[src/aesKeyPkg.sv]
package aesKeyPkg;

    // basic widths of the AES-128 key schedule and of the APB port
    localparam int wordWidth = 32;
    localparam int keyWidth = 128;
    localparam int addrWidth = 12;

    // ten rounds after the cipher key, four words per round key
    localparam int numRounds = 10;
    localparam int numWords = 44;

    typedef logic [3:0] roundIdxT;
    typedef logic [5:0] wordIdxT;

    // round constants, entry 0 belongs to round 1
    localparam logic [0:numRounds-1][7:0] rconTable = {
        8'h01,
        8'h02,
        8'h04,
        8'h08,
        8'h10,
        8'h20,
        8'h40,
        8'h80,
        8'h1b,
        8'h36
    };

    // a round key seen as words for the XOR chain or as bytes for the S-box,
    // word 0 and byte 0 both sit at the top of the vector
    typedef union packed {
        logic [0:keyWidth/wordWidth-1][wordWidth-1:0] words;
        logic [0:keyWidth/8-1][7:0]                   bytes;
    } roundKeyT;

    // APB register map
    localparam logic [addrWidth-1:0] keyAddr0 = 12'h000;
    localparam logic [addrWidth-1:0] keyAddr1 = 12'h004;
    localparam logic [addrWidth-1:0] keyAddr2 = 12'h008;
    localparam logic [addrWidth-1:0] keyAddr3 = 12'h00c;

    // bit 0 is start
    localparam logic [addrWidth-1:0] ctrlAddr = 12'h010;

    // bit 0 is busy, bit 1 is done
    localparam logic [addrWidth-1:0] statusAddr = 12'h014;

    // expanded word n is found at roundKeyBase + 4n
    localparam logic [addrWidth-1:0] roundKeyBase = 12'h100;

endpackage
[src/aesKeyExpansionApb.sv]
`timescale 1ns/1ns

module aesKeyExpansionApb import aesKeyPkg::*; (
    input  logic                 clk,
    input  logic                 reset,
    input  logic                 psel,
    input  logic                 penable,
    input  logic                 pwrite,
    input  logic [addrWidth-1:0] paddr,
    input  logic [wordWidth-1:0] pwdata,
    output logic [wordWidth-1:0] prdata,
    output logic                 pready,
    output logic                 pslverr
);

    logic                 busy;
    logic                 done;
    logic                 startPulse;
    roundKeyT             cipherKey;
    logic                 storeWrite;
    roundIdxT             storeRound;
    roundKeyT             storeKey;
    logic                 readEn;
    wordIdxT              readIdx;
    logic [wordWidth-1:0] readWord;

    apbKeyRegs apbRegs (
        .clk        (clk),
        .reset      (reset),
        .psel       (psel),
        .penable    (penable),
        .pwrite     (pwrite),
        .paddr      (paddr),
        .pwdata     (pwdata),
        .prdata     (prdata),
        .pready     (pready),
        .pslverr    (pslverr),
        .busy       (busy),
        .done       (done),
        .startPulse (startPulse),
        .cipherKey  (cipherKey),
        .readEn     (readEn),
        .readIdx    (readIdx),
        .readWord   (readWord)
    );

    keyExpansionCtrl expCtrl (
        .clk        (clk),
        .reset      (reset),
        .startPulse (startPulse),
        .cipherKey  (cipherKey),
        .busy       (busy),
        .done       (done),
        .storeWrite (storeWrite),
        .storeRound (storeRound),
        .storeKey   (storeKey)
    );

    roundKeyStore keyStore (
        .clk        (clk),
        .writeEn    (storeWrite),
        .writeRound (storeRound),
        .writeKey   (storeKey),
        .readEn     (readEn),
        .readIdx    (readIdx),
        .readWord   (readWord)
    );

endmodule

[src/apbKeyRegs.sv]
`timescale 1ns/1ns

module apbKeyRegs import aesKeyPkg::*; (
    input  logic                 clk,
    input  logic                 reset,
    input  logic                 psel,
    input  logic                 penable,
    input  logic                 pwrite,
    input  logic [addrWidth-1:0] paddr,
    input  logic [wordWidth-1:0] pwdata,
    output logic [wordWidth-1:0] prdata,
    output logic                 pready,
    output logic                 pslverr,
    input  logic                 busy,
    input  logic                 done,
    output logic                 startPulse,
    output roundKeyT             cipherKey,
    output logic                 readEn,
    output wordIdxT              readIdx,
    input  logic [wordWidth-1:0] readWord
);

    logic                   access;
    logic                   isKey;
    logic                   isCtrl;
    logic                   isStatus;
    logic                   isRk;
    logic [addrWidth-1:0]   rkOffset;
    logic [addrWidth-3:0]   rkIndex;
    logic                   rkRead;
    logic                   errNow;
    logic                   errRk;
    logic                   pending;
    logic                   pendErr;

    assign access = psel & penable;

    assign isKey = (paddr == keyAddr0) | (paddr == keyAddr1) |
                   (paddr == keyAddr2) | (paddr == keyAddr3);
    assign isCtrl = (paddr == ctrlAddr);
    assign isStatus = (paddr == statusAddr);
    assign isRk = (paddr >= roundKeyBase);

    assign rkOffset = paddr - roundKeyBase;
    assign rkIndex = rkOffset[addrWidth-1:2];
    assign readIdx = rkIndex[$bits(wordIdxT)-1:0];

    assign rkRead = ~pwrite & isRk;
    assign errRk = busy | (rkIndex >= numWords);

    // errors of the accesses that finish in their first access cycle
    assign errNow = ~(isKey | isCtrl | isStatus | isRk) |
                    (pwrite & isKey & busy) |
                    (pwrite & isCtrl & pwdata[0] & busy);

    assign startPulse = access & pwrite & isCtrl & pwdata[0] & ~errNow;

    // the store read is only issued for a legal index
    assign readEn = access & rkRead & ~pending & ~errRk;

    // round-key reads always finish on the second access cycle
    always_ff @(posedge clk) begin
        if (reset) begin
            pending <= 1'b0;
            pendErr <= 1'b0;
        end else if (access & rkRead & ~pending) begin
            pending <= 1'b1;
            pendErr <= errRk;
        end else begin
            pending <= 1'b0;
            pendErr <= 1'b0;
        end
    end

    always_ff @(posedge clk) begin
        if (access & pwrite & isKey & ~busy) begin
            cipherKey.words[paddr[3:2]] <= pwdata;
        end
    end

    assign pready = access & (~rkRead | pending);
    assign pslverr = pready & (rkRead ? pendErr : errNow);

    always_comb begin
        prdata = '0;
        if (pready & ~pslverr & ~pwrite) begin
            if (isKey) begin
                prdata = cipherKey.words[paddr[3:2]];
            end else if (isStatus) begin
                prdata = {{(wordWidth-2){1'b0}}, done, busy};
            end else if (isRk) begin
                prdata = readWord;
            end
        end
    end

endmodule

[src/roundKeyStore.sv]
`timescale 1ns/1ns

module roundKeyStore import aesKeyPkg::*; (
    input  logic                 clk,
    input  logic                 writeEn,
    input  roundIdxT             writeRound,
    input  roundKeyT             writeKey,
    input  logic                 readEn,
    input  wordIdxT              readIdx,
    output logic [wordWidth-1:0] readWord
);

    logic [wordWidth-1:0] mem [0:numWords-1];
    wordIdxT              baseIdx;

    // round r occupies words 4r to 4r+3
    assign baseIdx = {writeRound, 2'b00};

    always_ff @(posedge clk) begin
        if (writeEn && writeRound <= roundIdxT'(numRounds)) begin
            for (int k = 0; k < keyWidth / wordWidth; k++) begin
                mem[baseIdx + k] <= writeKey.words[k];
            end
        end
    end

    always_ff @(posedge clk) begin
        if (readEn) begin
            readWord <= mem[readIdx];
        end
    end

endmodule

[src/keyExpansionCtrl.sv]
`timescale 1ns/1ns

module keyExpansionCtrl import aesKeyPkg::*; (
    input  logic     clk,
    input  logic     reset,
    input  logic     startPulse,
    input  roundKeyT cipherKey,
    output logic     busy,
    output logic     done,
    output logic     storeWrite,
    output roundIdxT storeRound,
    output roundKeyT storeKey
);

    roundKeyT keyReg;
    roundKeyT nextKey;
    roundIdxT roundCnt;

    roundKeyGen keyGen (
        .curKey  (keyReg),
        .round   (roundCnt),
        .nextKey (nextKey)
    );

    // roundCnt is the round whose key nextKey holds while busy
    always_ff @(posedge clk) begin
        if (reset) begin
            busy <= 1'b0;
            done <= 1'b0;
            roundCnt <= '0;
        end else if (startPulse) begin
            busy <= 1'b1;
            done <= 1'b0;
            roundCnt <= roundIdxT'(1);
        end else if (busy) begin
            if (roundCnt == roundIdxT'(numRounds)) begin
                busy <= 1'b0;
                done <= 1'b1;
            end else begin
                roundCnt <= roundCnt + 4'd1;
            end
        end
    end

    always_ff @(posedge clk) begin
        if (startPulse) begin
            keyReg <= cipherKey;
        end else if (busy) begin
            keyReg <= nextKey;
        end
    end

    // the cipher key goes to the store on the start edge itself,
    // after that one generated round key per cycle
    assign storeWrite = startPulse | busy;
    assign storeRound = startPulse ? roundIdxT'(0) : roundCnt;
    assign storeKey = startPulse ? cipherKey : nextKey;

endmodule

[src/roundKeyGen.sv]
`timescale 1ns/1ns

module roundKeyGen import aesKeyPkg::*; (
    input  roundKeyT curKey,
    input  roundIdxT round,
    output roundKeyT nextKey
);

    logic [0:3][7:0]           subWord;
    logic [7:0]                rcon;
    roundIdxT                  rconIdx;
    logic [wordWidth-1:0]      tempWord;
    logic [wordWidth-1:0]      chain;

    // RotWord picks bytes 13, 14, 15, 12 of the key, then SubWord
    for (genvar i = 0; i < 4; i++) begin : sboxLane
        aesSbox sbox (
            .in  (curKey.bytes[12 + (i + 1) % 4]),
            .out (subWord[i])
        );
    end

    // round is the number of the key being produced, 1 to 10
    assign rconIdx = round - 4'd1;
    assign rcon = (round != '0 && round <= roundIdxT'(numRounds)) ? rconTable[rconIdx] : 8'h00;

    assign tempWord = subWord ^ {rcon, 24'h000000};

    // each new word is the previous new word XOR the matching old word
    always_comb begin
        chain = tempWord;
        for (int k = 0; k < keyWidth / wordWidth; k++) begin
            chain = chain ^ curKey.words[k];
            nextKey.words[k] = chain;
        end
    end

endmodule

[src/aesSbox.sv]
`timescale 1ns/1ns

module aesSbox (
    input  logic [7:0] in,
    output logic [7:0] out
);

    // forward substitution table, entry 0 in the top byte
    logic [0:255][7:0] sboxTable;

    assign sboxTable = {
        128'h637c777bf26b6fc53001672bfed7ab76,
        128'hca82c97dfa5947f0add4a2af9ca472c0,
        128'hb7fd9326363ff7cc34a5e5f171d83115,
        128'h04c723c31896059a071280e2eb27b275,
        128'h09832c1a1b6e5aa0523bd6b329e32f84,
        128'h53d100ed20fcb15b6acbbe394a4c58cf,
        128'hd0efaafb434d338545f9027f503c9fa8,
        128'h51a3408f929d38f5bcb6da2110fff3d2,
        128'hcd0c13ec5f974417c4a77e3d645d1973,
        128'h60814fdc222a908846eeb814de5e0bdb,
        128'he0323a0a4906245cc2d3ac629195e479,
        128'he7c8376d8dd54ea96c56f4ea657aae08,
        128'hba78252e1ca6b4c6e8dd741f4bbd8b8a,
        128'h703eb5664803f60e613557b986c11d9e,
        128'he1f8981169d98e949b1e87e9ce5528df,
        128'h8ca1890dbfe6426841992d0fb054bb16
    };

    assign out = sboxTable[in];

endmodule

[config.mk]
export PLATFORM = sky130hd
export DESIGN_NAME = aesKeyExpansionApb
export DESIGN_NICKNAME = d
export VERILOG_FILES = /design/src/aesKeyPkg.sv /design/src/aesKeyExpansionApb.sv /design/src/apbKeyRegs.sv /design/src/roundKeyStore.sv /design/src/keyExpansionCtrl.sv /design/src/roundKeyGen.sv /design/src/aesSbox.sv
export SDC_FILE = /design/constraint.sdc
export NUM_CORES = 2
export LEC_CHECK = 0
export BUFFER_PORTS_ARGS = -buffer_cell sky130_fd_sc_hd__buf_2
export CORE_ASPECT_RATIO = 1.4
export CORE_MARGIN = 3
export CORE_UTILIZATION = 45
export CTS_CLUSTER_SIZE = 25
export DETAILED_ROUTE_END_ITERATION = 12
export GPL_TIMING_DRIVEN = 0
export SETUP_SLACK_MARGIN = 0.3
export SYNTH_ARGS = -nofsm -noshare
export SYNTH_HDL_FRONTEND = slang
export SYNTH_SLANG_ARGS = --single-unit
[constraint.sdc]
create_clock -name clk -period 12.1 [get_ports clk]
set_input_delay 0 -clock clk [delete_from_list [all_inputs] [get_ports clk]]
set_output_delay 0 -clock clk [all_outputs]
set_load 0.01 [all_outputs]
==> results.sh <==
export IMPL_min_to="apbRegs.cipherKey[23]"
export IMPL_cts_buffers=155
export IMPL_powerDensity_nw_per_um2=128
export IMPL_seq_area_um2=51100
export IMPL_rsz0062_at_grt="no"
export IMPL_worstPathRequired_ps=12570
export IMPL_wl_per_cell_um=42.4
export IMPL_r2r_end="keyStore.mem[19][26]"
export IMPL_grt_max_degree=50
export IMPL_num_fill_cells=14700
export IMPL_dieArea_um2=186000
export IMPL_cts_max_path_buffers=3
export IMPL_cp_top_family="buffers and inverters"
export IMPL_crit_buf_inv=5
export IMPL_clockRootBuffer="clkbuf_16"
export IMPL_syn_area_per_cell_um2=15.4
export IMPL_timing_rr_start="expCtrl.keyReg[16]"
export IMPL_status="finished with violations"
export IMPL_synth_area_um2=81100
export IMPL_row_count=183
export IMPL_setup_viol=0
export IMPL_floorplan_initialDensity=0.455
export IMPL_antenna_found_initial=20
export IMPL_post_cts_buffers=0
export IMPL_clk_latency_ps=840
export IMPL_clkTransAtPathRegs_ps=70
export IMPL_synth_area_leaders="edfxtp_1 63%, mux4_2 13%, nand2_1 1.4%"
export IMPL_core_area_um2=178000
export IMPL_routed_wl_um=344000
export IMPL_worst_setup_path_end_kind="flop"
export IMPL_worstPathMaxFanout=12
export IMPL_areaGrowthSynthToFinish_pct=13.6
export IMPL_period_needed_ps=7710
export IMPL_cpMostUsedCell="buf_2"
export IMPL_cts_num_sinks=1704
export IMPL_grt_overflow=0
export IMPL_topRoutingLayerUsed="met5"
export IMPL_drv_slew=67
export IMPL_path_cells="buf_2 > buf_2 > inv_1 > ha_1 > buf_2 > clkbuf_1 > mux2i_1 > and3_1 > nor4_1 > a211oi_1 > o22ai_1 > xnor2_1 > xnor3_1 > xnor2_1 > a21oi_1"
export IMPL_wl_met1_um=115000
export IMPL_crit_path_start_kind="flop"
export IMPL_num_vias=56300
export IMPL_vdd_drop_max_v=0.000154
export IMPL_synth_nets=5367
export IMPL_hold_path_class="in2reg"
export IMPL_reg2reg_depth=15
export IMPL_failed_checks="DRC, capacitance limit, slew limit"
export IMPL_wl_met2_um=165000
export IMPL_synth_seq_cells=1704
export IMPL_hold_depth=2
export IMPL_grt_pass1_wl_um=468000
export IMPL_route_detailed_drc=2
export IMPL_synth_edf_count=1696
export IMPL_synthArstFlopShare=0
export IMPL_critPathSlowestCell="edfxtp_1"
export IMPL_die_w_um=365
export IMPL_ys_flop_type="edfxtp_1"
export IMPL_hp_start="pwdata[23]"
export IMPL_yosysSeqAreaShare=0.630
export IMPL_boundaryPins=83
export IMPL_place_congestion=1.03
export IMPL_ys_warn_count=0
export IMPL_viasPerCell=6.93
export IMPL_maxCapViolations=7
export IMPL_drtAntennaViolNets=0
export IMPL_die_h_um=508
export IMPL_p_leak_nw=29.9
export IMPL_worst_ep_arrival_time_ps=8180
export IMPL_slowest_delay_ps=860
export IMPL_met3_wirelength_um=33800
export IMPL_grt_pass1_vias=56100
export IMPL_drive_gt1_frac=0.218
export IMPL_r2r_setup_slack_ps=4390
export IMPL_fmax_ghz=0.130
export IMPL_skew_ps=60.2
export IMPL_place_hpwl_um=245000
export IMPL_dp_worst_setup_slack_ps=4800
export IMPL_max_slew_margin=-0.0619
export IMPL_yosys_cell_types_count=108
export IMPL_port_buffers=79
export IMPL_dr_pass1_iters=12
export IMPL_layout_setup_ws_ps=4390
export IMPL_cts_resized=0
export IMPL_synth_top_area_share=0.628
export IMPL_grt_usage=0.371
export IMPL_critPathKind="reg2reg"
export IMPL_hold_viol_final=0
export IMPL_cts_htree_levels=4
export IMPL_nets=5790
export IMPL_dpl_cell_count=7776
export IMPL_instances_no_fill=8124
export IMPL_multi_input_area_um2=27900
export IMPL_tightest_slew_ps=1590
export IMPL_drt_iter0_drc=8288
export IMPL_finalCritPeriodShare=0.637
export IMPL_cts_tree="done"
export IMPL_yosys_area_top_type="edfxtp_1"
export IMPL_syn_inst=5256
[timing repair]
action,in CTS,in global routing
setup endpoints to repair,0,0
hold endpoints to repair,155,0
hold buffers,56,0
[registers in the layout (all words and copies together) (netlist names)]
| register | count |
|---|---|
| expCtrl.keyReg | 128 |
| apbRegs.pendErr | 1 |
| expCtrl.busy | 1 |
| expCtrl.done | 1 |
| keyStore.readWord | 32 |
| apbRegs.cipherKey | 128 |
| expCtrl.roundCnt | 4 |
| keyStore.mem | 1408 |
| apbRegs.pending | 1 |
[worst max path at each step]
stage                       start                    to  slack [ps]  cells past startpoint
3_3_place_gp             paddr[9]  keyStore.mem[18][14]       -7300                      9
2_1_floorplan        expCtrl.busy    keyStore.mem[0][0]        1030                      4
5_1_grt        expCtrl.keyReg[16]  keyStore.mem[15][26]        4420                     15
6_report       expCtrl.keyReg[16]  keyStore.mem[19][26]        4390                     15
3_5_place_dp   expCtrl.keyReg[16]    expCtrl.keyReg[26]        4800                     15
4_1_cts        expCtrl.keyReg[16]  keyStore.mem[19][26]        4740                     15
[synth_stat cells (16+ instances only)]
library cell,count
and3_1,24
a211oi_1,42
a311oi_1,36
buf_2,146
a211o_1,20
o221ai_1,24
buf_6,20
inv_1,35
ha_1,62
nor3_1,95
xor2_1,38
xnor2_1,102
nand3_1,84
or2_2,25
and2_1,27
mux2i_1,104
mux4_2,483
a221oi_1,21
buf_1,47
o311ai_0,23
nor2_1,284
edfxtp_1,1696
clkbuf_1,193
nand2b_1,110
o211ai_1,41
or3_1,22
o21ai_1,25
nor2b_1,92
a2111oi_0,18
nor4_1,16
buf_4,23
nor3b_1,17
xnor3_1,17
o21ai_0,231
a22oi_1,44
mux2_2,23
o31ai_1,37
nand2_1,312
a21oi_1,224
o32ai_1,18
a31oi_1,68
[routing by layer]
metal / up-vias / track usage
li1: 22000 / -
met3: 1224 / 0.0863
met1: 28900 / 0.434
met5: - / 0
met4: 10 / 0.261
met2: 4164 / 0.604
[per-stage QoR]
stage / TNS (ps) / power, W / instance area, um^2 / util / hold slack, ps
global placement: -3756130 / 0.00698 / 84400 / 0.473 / 214
floorplan: 0 / 0.00679 / 81100 / - / 98.9
CTS: 0 / 0.0118 / 92100 / 0.516 / 1.43
global route: 0 / 0.0121 / 92100 / 0.516 / 23.4
detailed placement: 0 / 0.00698 / 86500 / 0.485 / 221
finish: 0 / 0.0118 / 92100 / 0.517 / 48.0
[logic make-up (layout without fill, tap and decap cells)]
| group | Yosys count | in the layout | synth area share |
|---|---|---|---|
| xor gates and xnor gates | 174 | 174 | 0.0240 |
| buffers and inverters | 479 | 1023 | 0.0278 |
| and+or+nand+nor | 1173 | 1173 | 0.0710 |
| muxes | 611 | 611 | 0.150 |
| adders and majority gates | 62 | 62 | 0.00956 |
| DFF | 1704 | 1704 | 0.630 |
| other | 0 | 12 | 0 |
| AOI/OAI and AO/OA | 1053 | 1053 | 0.0878 |
[area by class of cell]
class                      count  area share
antenna                       12    0.000326
clock inverter               102      0.0116
clock buffer                 176      0.0432
tap                         2312      0.0314
sequential                  1704       0.554
buffer                       433      0.0231
multi-input combinational   3073       0.303
inverter                      46     0.00187
timing repair buffer         266      0.0306
[power by group]
group | total (W) | switching, W | internal [W]
registers | 0.00640 | 0.000000240 | 0.00640
clock network | 0.00493 | 0.00227 | 0.00266
logic | 0.000474 | 0.000279 | 0.000195
total | 0.0118 | 0.00255 | 0.00925
[cells in the final DEF (no fill, tap or decap), drive strengths merged, types with 27 or more instances in the layout]
| master | Yosys | layout |
|---|---|---|
| xnor2 | 111 | 111 |
| a311oi | 36 | 36 |
| a211oi | 44 | 44 |
| nand2 | 312 | 312 |
| mux4 | 483 | 483 |
| nor2 | 287 | 287 |
| xor2 | 39 | 39 |
| mux2i | 104 | 104 |
| and2 | 29 | 29 |
| buf | 239 | 446 |
| o31ai | 38 | 38 |
| nand2b | 111 | 111 |
| clkinv | 4 | 83 |
| o21ai | 256 | 256 |
| o211ai | 41 | 41 |
| inv | 42 | 49 |
| or2 | 31 | 31 |
| edfxtp | 1696 | 1696 |
| dlygate4sd3 | 0 | 56 |
| nor3 | 95 | 95 |
| a31oi | 68 | 68 |
| nor2b | 94 | 94 |
| a22oi | 44 | 44 |
| a21oi | 224 | 224 |
| clkbuf | 194 | 371 |
| nand3 | 85 | 85 |
| o311ai | 27 | 27 |
| ha | 62 | 62 |
Power figures use the tool's default switching activity.
